<file path="src/bridge_macros.svh">
// Build-time sizes for the multi-lane clock-domain bridge
// Included by the package and by every module that sizes a port or a counter
// Change the values here and rebuild to resize all lanes together

`ifndef BRIDGE_MACROS_SVH
`define BRIDGE_MACROS_SVH

// Number of independent lanes
`define BRIDGE_LANES 4

// Slots in each lane FIFO
`define BRIDGE_DEPTH 4

// Sample payload width
`define BRIDGE_DATA_W 16

// Per-lane sequence number width, wraps silently
`define BRIDGE_SEQ_W 8

// Width of a lane number
`define BRIDGE_LANE_W ($clog2(`BRIDGE_LANES))

`endif

</file>
<file path="src/bridge_pkg.sv">
// Types exchanged between the bridge modules
// The producer sends in_word_t, the lane FIFOs carry lane_word_t
// and the merged read-side stream is out_word_t
// Widths come from the shared macro header

`include "bridge_macros.svh"

package bridge_pkg;

    // Producer sample as presented on the write side
    typedef struct packed {
        logic [`BRIDGE_LANE_W-1:0] lane;
        logic [`BRIDGE_DATA_W-1:0] data;
    } in_word_t;

    // Payload stored in one lane FIFO
    // The lane number is implied by which FIFO holds it
    typedef struct packed {
        logic [`BRIDGE_SEQ_W-1:0]  seq;
        logic [`BRIDGE_DATA_W-1:0] data;
    } lane_word_t;

    // Merged output word
    // Gaps in seq for a given lane mark dropped samples
    typedef struct packed {
        logic [`BRIDGE_LANE_W-1:0] lane;
        logic [`BRIDGE_SEQ_W-1:0]  seq;
        logic [`BRIDGE_DATA_W-1:0] data;
    } out_word_t;

endpackage

</file>
<file path="src/lane_dispatch.sv">
// Write-side dispatcher for the bridge
// Registers each producer sample, stamps it with its lane's sequence number
// and raises one lane write strobe on the following wr_clk cycle
// The sequence counter moves even when the lane FIFO drops the word
`timescale 1ns/1ps
`include "bridge_macros.svh"

module lane_dispatch
    import bridge_pkg::*;
(
    input  logic                     wr_clk,
    input  logic                     rst_n,
    input  logic                     in_vld,
    input  in_word_t                 in_word,
    output logic [`BRIDGE_LANES-1:0] lane_wr_en,
    output lane_word_t               lane_wdata
);

    logic [`BRIDGE_SEQ_W-1:0] seq_cnt [`BRIDGE_LANES];
    logic [`BRIDGE_LANES-1:0] lane_dec;

    // One-hot lane decode of the incoming sample
    always_comb begin
        lane_dec = '0;
        lane_dec[in_word.lane] = 1'b1;
    end

    // Strobe for exactly one cycle per sample
    always_ff @(posedge wr_clk or negedge rst_n) begin
        if (!rst_n) begin
            lane_wr_en <= '0;
        end else if (in_vld) begin
            lane_wr_en <= lane_dec;
        end else begin
            lane_wr_en <= '0;
        end
    end

    // Per-lane sequence counters
    always_ff @(posedge wr_clk or negedge rst_n) begin
        if (!rst_n) begin
            for (int i = 0; i < `BRIDGE_LANES; i++) begin
                seq_cnt[i] <= '0;
            end
        end else if (in_vld) begin
            seq_cnt[in_word.lane] <= seq_cnt[in_word.lane] + 1'b1;
        end
    end

    // Shared write data, only meaningful alongside a strobe
    always_ff @(posedge wr_clk) begin
        if (in_vld) begin
            lane_wdata.seq  <= seq_cnt[in_word.lane];
            lane_wdata.data <= in_word.data;
        end
    end

endmodule

</file>
<file path="config.mk">
export PLATFORM = sky130hd
export DESIGN_NAME = lane_dispatch
export DESIGN_NICKNAME = d
export VERILOG_FILES = /design/src/bridge_pkg.sv /design/src/lane_dispatch.sv
export VERILOG_INCLUDE_DIRS = /design/src /design/src/src
export SDC_FILE = /design/constraint.sdc
export NUM_CORES = 1
export LEC_CHECK = 0
export BUFFER_PORTS_ARGS = -buffer_cell sky130_fd_sc_hd__clkbuf_2
export CAP_MARGIN = 5
export CORE_MARGIN = 8
export CORE_UTILIZATION = 50
export DETAILED_ROUTE_END_ITERATION = 8
export MAX_ROUTING_LAYER = met4
export PLACE_DENSITY = 0.8
export SYNTH_ARGS = -nofsm -noshare
export SYNTH_HDL_FRONTEND = slang
export SYNTH_SLANG_ARGS = --single-unit
export TNS_END_PERCENT = 20
</file>
<file path="constraint.sdc">
create_clock -name wr_clk -period 2.95 [get_ports wr_clk]
set_clock_uncertainty 0.15 [all_clocks]
set_input_delay 0.1475 -clock wr_clk [delete_from_list [all_inputs] [get_ports wr_clk]]
set_output_delay 0.1475 -clock wr_clk [all_outputs]
set_load 0.005 [all_outputs]
</file>
==> results of run 1 <==
[power by group]
group	internal (mW)	leakage, nW	switching (mW)
registers	1.04	0.688	0.0711
logic	0.172	0.572	0.236
clock network	0.407	0.0967	0.304
[synthesized netlist by cell type (all sizes together)]
cell type  number
dfrtp          36
or3b            1
inv             5
nand4           1
or4             4
buf             3
xor2            2
nand3b          1
o211ai          4
xnor2           1
nand2          34
clkbuf          4
ha              1
mux4            8
or2             1
edfxtp         24
a31oi           8
nor2            8
o21ai          18
or3             2
nand3           9
[metrics by stage]
| stage | std cells | util, % | setup WS (ns) |
|---|---|---|---|
| final | 305 | 64.9 | 0.936 |
| after global routing | 305 | 64.9 | 0.788 |
| after CTS | 305 | 64.9 | 0.946 |
| after detailed placement | 271 | 56.9 | 0.774 |
| after global placement | 271 | 56.9 | 0.850 |
| after floorplan | 175 | - | 1.13 |
[worst paths after layout]
kind | endpoint
max | seq_cnt[2]$_DFFE_PN0P_
min | seq_cnt[3]$_DFFE_PN0P_
max reg2reg | seq_cnt[2]$_DFFE_PN0P_
min reg2reg | seq_cnt[17]$_DFFE_PN0P_
max in group asynchronous | seq_cnt[6]$_DFFE_PN0P_
min in group wr_clk | lane_wdata[23]$_DFFE_PP_
[logic make-up (layout without fill, tap and decap cells)]
group,count (synthesis),in the layout,synth area share [%]
buffers and inverters,12,88,2.32
muxes,8,8,8.22
AOI/OAI and AO/OA,30,30,7.17
and+or+nand+nor,61,61,12.4
xor gates and xnor gates,3,3,1.11
adders and majority gates,1,1,0.527
DFF,60,60,68.3
[state kept, by name (all words and copies together), names as in the netlist]
signal	flops
seq_cnt	32
lane_wdata	24
lane_wr_en	4
[routing by layer]
metal	share of wire (%)	up-vias
met4	1.9	0
met5	0	-
met3	8.9	9
met1	39	807
li1	-	789
met2	51	77
[layout make-up]
class | count | area (um2) | share of cell area, %
clock buffer | 11 | 141 | 4.67
inverter | 5 | 18.8 | 0.620
multi-input combinational | 103 | 698 | 23.1
timing repair buffer | 67 | 428 | 14.1
tap | 54 | 67.6 | 2.23
clock inverter | 5 | 51.3 | 1.69
sequential | 60 | 1620 | 53.6
[what timing repair did]
action                                 in CTS  in global routing
buffers inserted                            0                  0
hold buffers                               18                  0
endpoints found under the hold margin      53                  0
==> run_results.csv, run 1 <==
group,metric,value,unit
setup_path,timing.critical_path.cells,"mux4_2, ha_1, xnor2_1, o21ai_0",
global_routing,globalRouteOverflowTotal,0,
cts,clock_root_buffer,"clkbuf_8",
setup_path,cp_slowest_cell,"mux4_2",
placed_design,final_weighted_congestion_in_routability_driven_placement,0.760,
cts,cts.htree.levels,3,
pwr,leakage,1.36,nW
setup_path,reg2reg_from,"seq_cnt[0]$_DFFE_PN0P_",
synthesis,yosysUniqueCellTypes,25,
cts,clkTransAtPathRegs,0.06,ns
sta,fin_crit_sh,68.3,%
layout,n_antenna_cell,0,
die,fp-row-count,25,
setup_path,crit_path_max_fanout,9,
die,pin_count,49,
setup_path,criticalPathCategory,"reg -> reg",
cts,buffer_depth_of_the_longest_clock_path,2,
synthesis,synth.yosys.seq_area_share,68.3,%
detailed_routing,route.detailed.drc,0,
global_routing,vias_in_the_first_global_route,1692,
setup_path,worstPathBufferInverterCount,0,
global_routing,grt_util_all_layers,16.7,%
placed_design,dpl.hpwl,3320,um
placed_design,place.port_buffers,48,
outcome,outcome,"finished clean",
die,floorplan.die_area,7210,um2
cts,cts_tree,"yes",
cts,clock_insertion_delay_worst_skew,0.34,ns
sta,count_of_endpoints_failing_setup_in_the_final_report,0,
placed_design,area_after_dpl,2650,um2
setup_path,r2r_setup_slack,0.94,ns
global_routing,antenna_found_initial,0,
sta,setup_repair_after_global_routing_missed_its_margin,"false",
layout,layout.cells.most_common_list,"clkbuf_2 (48), dfrtp_1 (36), nand2_1 (34)",
sta,worst_hold_slack,0.315,ns
global_routing,maximum_number_of_pins_on_one_net_before_global_route_repair,37,
hold_path,min-delay-path-class,"in -> async",
synthesis,synth.yosys.warnings,0,
setup_path,crit_arrival,2.06,ns
sta,drv_slew,0,
run,cap_viol_max_count,0,
cts,cts_inserted_buffers,9,
synthesis,mapped_avg_cell_area,13.6,um2
global_routing,gr-max-usage-layer,"met2",
synthesis,post_synth_main_area_contributors,"dfrtp_1 (38%), edfxtp_1 (30%), nand2_1 (5.4%)",
detailed_routing,drtIter0Drc,118,
setup_path,slowest_delay,0.58,ns
layout,layout_commonest_cell,"clkbuf_2",
sta,worst_slew_pin_slew,0.873,ns
global_routing,grt_use_met3,6.56,%
layout,nFillCells,336,
die,floorplan.die.width,84.9,um
detailed_routing,post_drt_wl_per_cell,18.0,um
setup_path,cp-startpoint,"seq_cnt[0]$_DFFE_PN0P_",
layout,fin_area,3030,um2
sta,layout_min_cycle_time,2.01,ns
sta,slew-limit-headroom,41.8,%
layout,area_growth_syn_to_layout,27.4,%
synthesis,synthesis.instances,175,
setup_path,critPathTopFamily,"multiplexers",
sta,final_report_hold_violation_count,0,
global_routing,grt_use_met1,18.1,%
sta,final.setup.tns,0,ns
setup_path,path_depth,4,
detailed_routing,dr_total_vias,1682,
pwr,pwr_density_cell,736,nW/um2
synthesis,synth.top_cell.area_share,37.9,%
global_routing,groute.layer.met2.usage,25.7,%
pwr,post-layout-total-power,2.23,mW
global_routing,global_route_wire_length_before_repair,8850,um
setup_path,startpoint_type,"flip-flop",
setup_path,end_kind,"flip-flop",
sta,maxClockFrequency,0.497,GHz
synthesis,synth_area,2370,um2
layout,finish.net_count,268,
setup_path,worst-endpoint-required,2.99,ns
detailed_routing,antenna_left,0,
die,core-area,4660,um2
pwr,vdd_ir_drop_max,287,uV
synthesis,total_of_flip_flops_plus_latches_after_synthesis,60,
synthesis,syn_nets,197,
die,die_height,84.9,um
die,initial_util,51.0,%
detailed_routing,drt-total-wl,5480,um
setup_path,reg2regPathDepth,4,
layout,share_of_post_route_cells_with_drive_strength_above_1,28.3,%
cts,cts_resized,0,
synthesis,netlist.top_cell.by_area,"dfrtp_1",
detailed_routing,pre_antenna_drt_iters,5,
detailed_routing,vias_per_cell,5.51,
cts,tritoncts_num_sinks,60,
(Power assumes the default switching activity.)
==> inputs of run 2 (changes only) <==
--- a/config.mk
+++ b/config.mk
@@ -6,13 +6,14 @@
 export SDC_FILE = /design/constraint.sdc
 export NUM_CORES = 1
 export LEC_CHECK = 0
+export ABC_AREA = 1
 export BUFFER_PORTS_ARGS = -buffer_cell sky130_fd_sc_hd__clkbuf_2
 export CAP_MARGIN = 5
 export CORE_MARGIN = 8
-export CORE_UTILIZATION = 50
+export CORE_UTILIZATION = 49
 export DETAILED_ROUTE_END_ITERATION = 8
 export MAX_ROUTING_LAYER = met4
-export PLACE_DENSITY = 0.8
+export PLACE_DENSITY = 0.81
 export SYNTH_ARGS = -nofsm -noshare
 export SYNTH_HDL_FRONTEND = slang
 export SYNTH_SLANG_ARGS = --single-unit
==> constraint.sdc (replaced) <==
create_clock -name wr_clk -period 1.79 [get_ports wr_clk]
set_clock_uncertainty 0.15 [all_clocks]
set_input_delay 0.0895 -clock wr_clk [delete_from_list [all_inputs] [get_ports wr_clk]]
set_output_delay 0.0895 -clock wr_clk [all_outputs]
set_load 0.005 [all_outputs]
==> run 2 against run 1 <==
Sequential power up 54%. Critical endpoint is now seq_cnt[22]$_DFFE_PN0P_. Wire length up 6.3%. Hold slack worse by 0.21 ns. Non-clock buffer count up 4. First-iteration DRC count up 86%. Global-route usage up 0.17 points. Sequential share of layout area down 3.8 points. Setup slack worse by 0.77 ns. Largest cell class unchanged.
==> run_results.csv, run 2 <==
group,metric,value,unit
cts,clock_root_buffer,"clkbuf_8",
sta,final.setup.tns,0,ns
setup_path,end_kind,"flip-flop",
cts,clkTransAtPathRegs,0.06,ns
synthesis,synth.top_cell.area_share,34.8,%
setup_path,cp_slowest_cell,"dfrtp_1",
synthesis,synthFlopType,"dfrtp_1",
cts,postCtsSetupBuffers,0,
cts,tritoncts_num_sinks,60,
setup_path,reg2regPathDepth,10,
global_routing,grt_util_all_layers,16.8,%
setup_path,cp_common_cell,"nand2_1",
detailed_routing,drtIter0Drc,219,
die,floorplan.die_area,7860,um2
layout,finish.net_count,358,
setup_path,crit_path_max_fanout,4,
hold_path,critical_hold_path_startpoint,"in_vld",
synthesis,total_of_flip_flops_plus_latches_after_synthesis,60,
synthesis,synth_area,2580,um2
hold_path,hold_depth,2,
cts,clock_insertion_delay_worst_skew,0.34,ns
setup_path,worstPathBufferInverterCount,0,
hold_path,min-delay-path-class,"in -> reg",
layout,fin_area,3260,um2
layout,layout_commonest_cell,"nand2_1",
setup_path,crit_arrival,1.70,ns
pwr,leakage,1.60,nW
synthesis,synthesis.instances,262,
sta,fin_crit_sh,90.9,%
cts,cts_inserted_buffers,9,
layout,post_layout_nonfiller_instances,411,
layout,share_of_the_core_filled_with_cells,63.8,%
setup_path,worst-endpoint-required,1.87,ns
layout,top_registers,"seq_cnt: 32 flops, lane_wdata: 24 flops, lane_wr_en: 4 flops",
synthesis,post_synth_main_area_contributors,"dfrtp_1 (35%), edfxtp_1 (28%), nand2_1 (17%)",
setup_path,slowest_delay,0.35,ns
run,cap_viol_max_count,0,
layout,max_flop_register,"seq_cnt",
synthesis,synth.yosys.warnings,0,
layout,layout.cells.most_common_list,"nand2_1 (119), clkbuf_2 (48), dfrtp_1 (36)",
placed_design,dpl.cell_count,377,
sta,fin_ws,0.163,ns
sta,worst_slew_pin_slew,0.451,ns
sta,setup_repair_after_global_routing_missed_its_margin,"false",
detailed_routing,antenna_left,0,
placed_design,dpl.hpwl,4010,um
die,fp-row-count,26,
placed_design,dpl_worst_slack,0.0384,ns
cts,cts_tree,"yes",
setup_path,criticalPathCategory,"reg -> reg",
synthesis,netlist.top_cell.by_area,"dfrtp_1",
detailed_routing,pre_antenna_drt_iters,4,
sta,final_report_hold_violation_count,0,
synthesis,synth_enable_flop_cells,24,
sta,slew-limit-headroom,70.0,%
sta,count_of_endpoints_failing_setup_in_the_final_report,0,
placed_design,area_after_dpl,2870,um2
synthesis,post_synthesis_xor_xnor_area_fraction,0.339,%
detailed_routing,route.detailed.drc,0,
setup_path,reg2reg_from,"seq_cnt[16]$_DFFE_PN0P_",
detailed_routing,vias_per_cell,4.82,
global_routing,vias_in_the_first_global_route,1959,
synthesis,synth-adder-area-share,0.484,%
synthesis,syn_nets,284,
global_routing,antenna_found_initial,0,
synthesis,post_synth_and_or_nand_nor_area_fraction,27.2,%
placed_design,final_weighted_congestion_in_routability_driven_placement,0.908,
setup_path,critPathTopFamily,"simple AND/OR/NAND/NOR gates",
die,die_height,88.6,um
die,floorplan.die.width,88.6,um
pwr,pwr_density_cell,1020,nW/um2
cts,buffer_depth_of_the_longest_clock_path,2,
setup_path,cp-startpoint,"seq_cnt[16]$_DFFE_PN0P_",
global_routing,global_route_wire_length_before_repair,9590,um
detailed_routing,post_drt_wl_per_cell,14.2,um
sta,drv_slew,0,
die,core-area,5110,um2
sta,maxClockFrequency,0.615,GHz
synthesis,synth_compound_gate_area_share,3.82,%
synthesis,commonest_cells_in_the_synthesized_netlist,"nand2_1 (120), dfrtp_1 (36), edfxtp_1 (24)",
synthesis,mapped_avg_cell_area,9.87,um2
setup_path,timing.critical_path.cells,"nand2_1, nand2_1, nand2_1, nand2_2, ha_4, nand2_2, nor2_4, nand3_1, nand3_1, nand2_1",
synthesis,postSynth.asyncResetShare,60.0,%
outcome,outcome,"finished clean",
layout,n_antenna_cell,0,
synthesis,yosysUniqueCellTypes,23,
layout,largest_register_ffs,32,
detailed_routing,drt-total-wl,5830,um
layout,nFillCells,395,
global_routing,globalRouteOverflowTotal,0,
synthesis,yosysMostFrequentCell,"nand2_1",
setup_path,startpoint_type,"flip-flop",
die,initial_util,50.6,%
placed_design,place.port_buffers,48,
pwr,vdd_ir_drop_max,448,uV
sta,layout_min_cycle_time,1.63,ns
die,pin_count,49,
synthesis,synth.yosys.seq_area_share,62.7,%
synthesis,synth_mux_area_share,0,%
setup_path,cp-endpoint,"seq_cnt[22]$_DFFE_PN0P_",
setup_path,r2r_setup_slack,0.16,ns
setup_path,r2r-end,"seq_cnt[22]$_DFFE_PN0P_",
synthesis,synth_top_family_by_area,"simple AND/OR/NAND/NOR gates",
cts,cts.htree.levels,3,
setup_path,path_depth,10,
detailed_routing,dr_total_vias,1980,
global_routing,maximum_number_of_pins_on_one_net_before_global_route_repair,37,
layout,area_growth_syn_to_layout,26.1,%
layout,share_of_post_route_cells_with_drive_strength_above_1,26.1,%
run 2: cell count changes after synthesis, moves of 4 or more:
| cell | before | now |
|---|---|---|
| a31oi_1 | 8 | 0 |
| clkbuf_1 | 4 | 0 |
| inv_1 | 5 | 14 |
| mux4_1 | 4 | 0 |
| mux4_2 | 4 | 0 |
| nand2_1 | 34 | 120 |
| nand2_2 | 0 | 6 |
| nand3_1 | 9 | 20 |
| nor2_1 | 8 | 2 |
| nor2_4 | 0 | 6 |
| o211ai_1 | 4 | 0 |
| o21ai_0 | 15 | 11 |
| or4_1 | 4 | 0 |
run 2: kinds of logic (layout without fill, tap and decap cells):
kind of cell,after synthesis,in the layout
flops,60,60
compound gates,18,18
xor+xnor,1,1
simple gates,159,159
fa+ha+maj,1,1
buf+inv,23,102
run 2: how the worst min path moves through the flow:
| stage | to |
|---|---|
| global route | lane_wr_en[3]$_DFF_PN0_ |
| floorplan | lane_wr_en[0]$_DFF_PN0_ |
| CTS | lane_wr_en[3]$_DFF_PN0_ |
| detailed placement | seq_cnt[13]$_DFFE_PN0P_ |
| global placement | seq_cnt[5]$_DFFE_PN0P_ |
| finish | lane_wdata[0]$_DFFE_PP_ |
run 2: routing by layer:
layer | vias to the layer above | GRT usage, % | part of all wire, %
met5 | - | - | 0
met4 | 0 | 11.1 | 2.8
met3 | 15 | 4.27 | 10
met2 | 92 | 25.1 | 45
met1 | 884 | 19.7 | 42
li1 | 989 | - | -
run 2: final cells by class:
class | count | area, um2 | area share [%]
Timing Repair Buffer | 71 | 458 | 14.0
Clock inverter | 5 | 26.3 | 0.806
Sequential cell | 60 | 1620 | 49.8
Tap cell | 70 | 87.6 | 2.69
Clock buffer | 11 | 151 | 4.64
Multi-Input combinational cell | 179 | 851 | 26.1
Inverter | 15 | 63.8 | 1.96
run 2: report_power, final:
part | internal, mW | total, mW | leakage (nW) | switching [mW]
logic | 0.218 | 0.557 | 0.782 | 0.339
clock network | 0.564 | 1.05 | 0.0925 | 0.491
registers | 1.62 | 1.71 | 0.723 | 0.0831
total | 2.40 | 3.32 | 1.60 | 0.913
run 2: metrics by stage:
| step | hold slack, ns | total power, mW |
|---|---|---|
| 2_1_floorplan | -0.356 | 2.02 |
| 3_3_place_gp | -0.00125 | 2.20 |
| 3_5_place_dp | 0.00320 | 2.22 |
| 4_1_cts | 0.0940 | 3.32 |
| 5_1_grt | 0.114 | 3.50 |
| 6_report | 0.109 | 3.32 |
run 2: timing repair:
action                                 in CTS  in global routing
setup endpoints to repair                   0                 12
resized for setup                           0                  5
hold buffers                               18                  0
endpoints found under the hold margin      53                  0
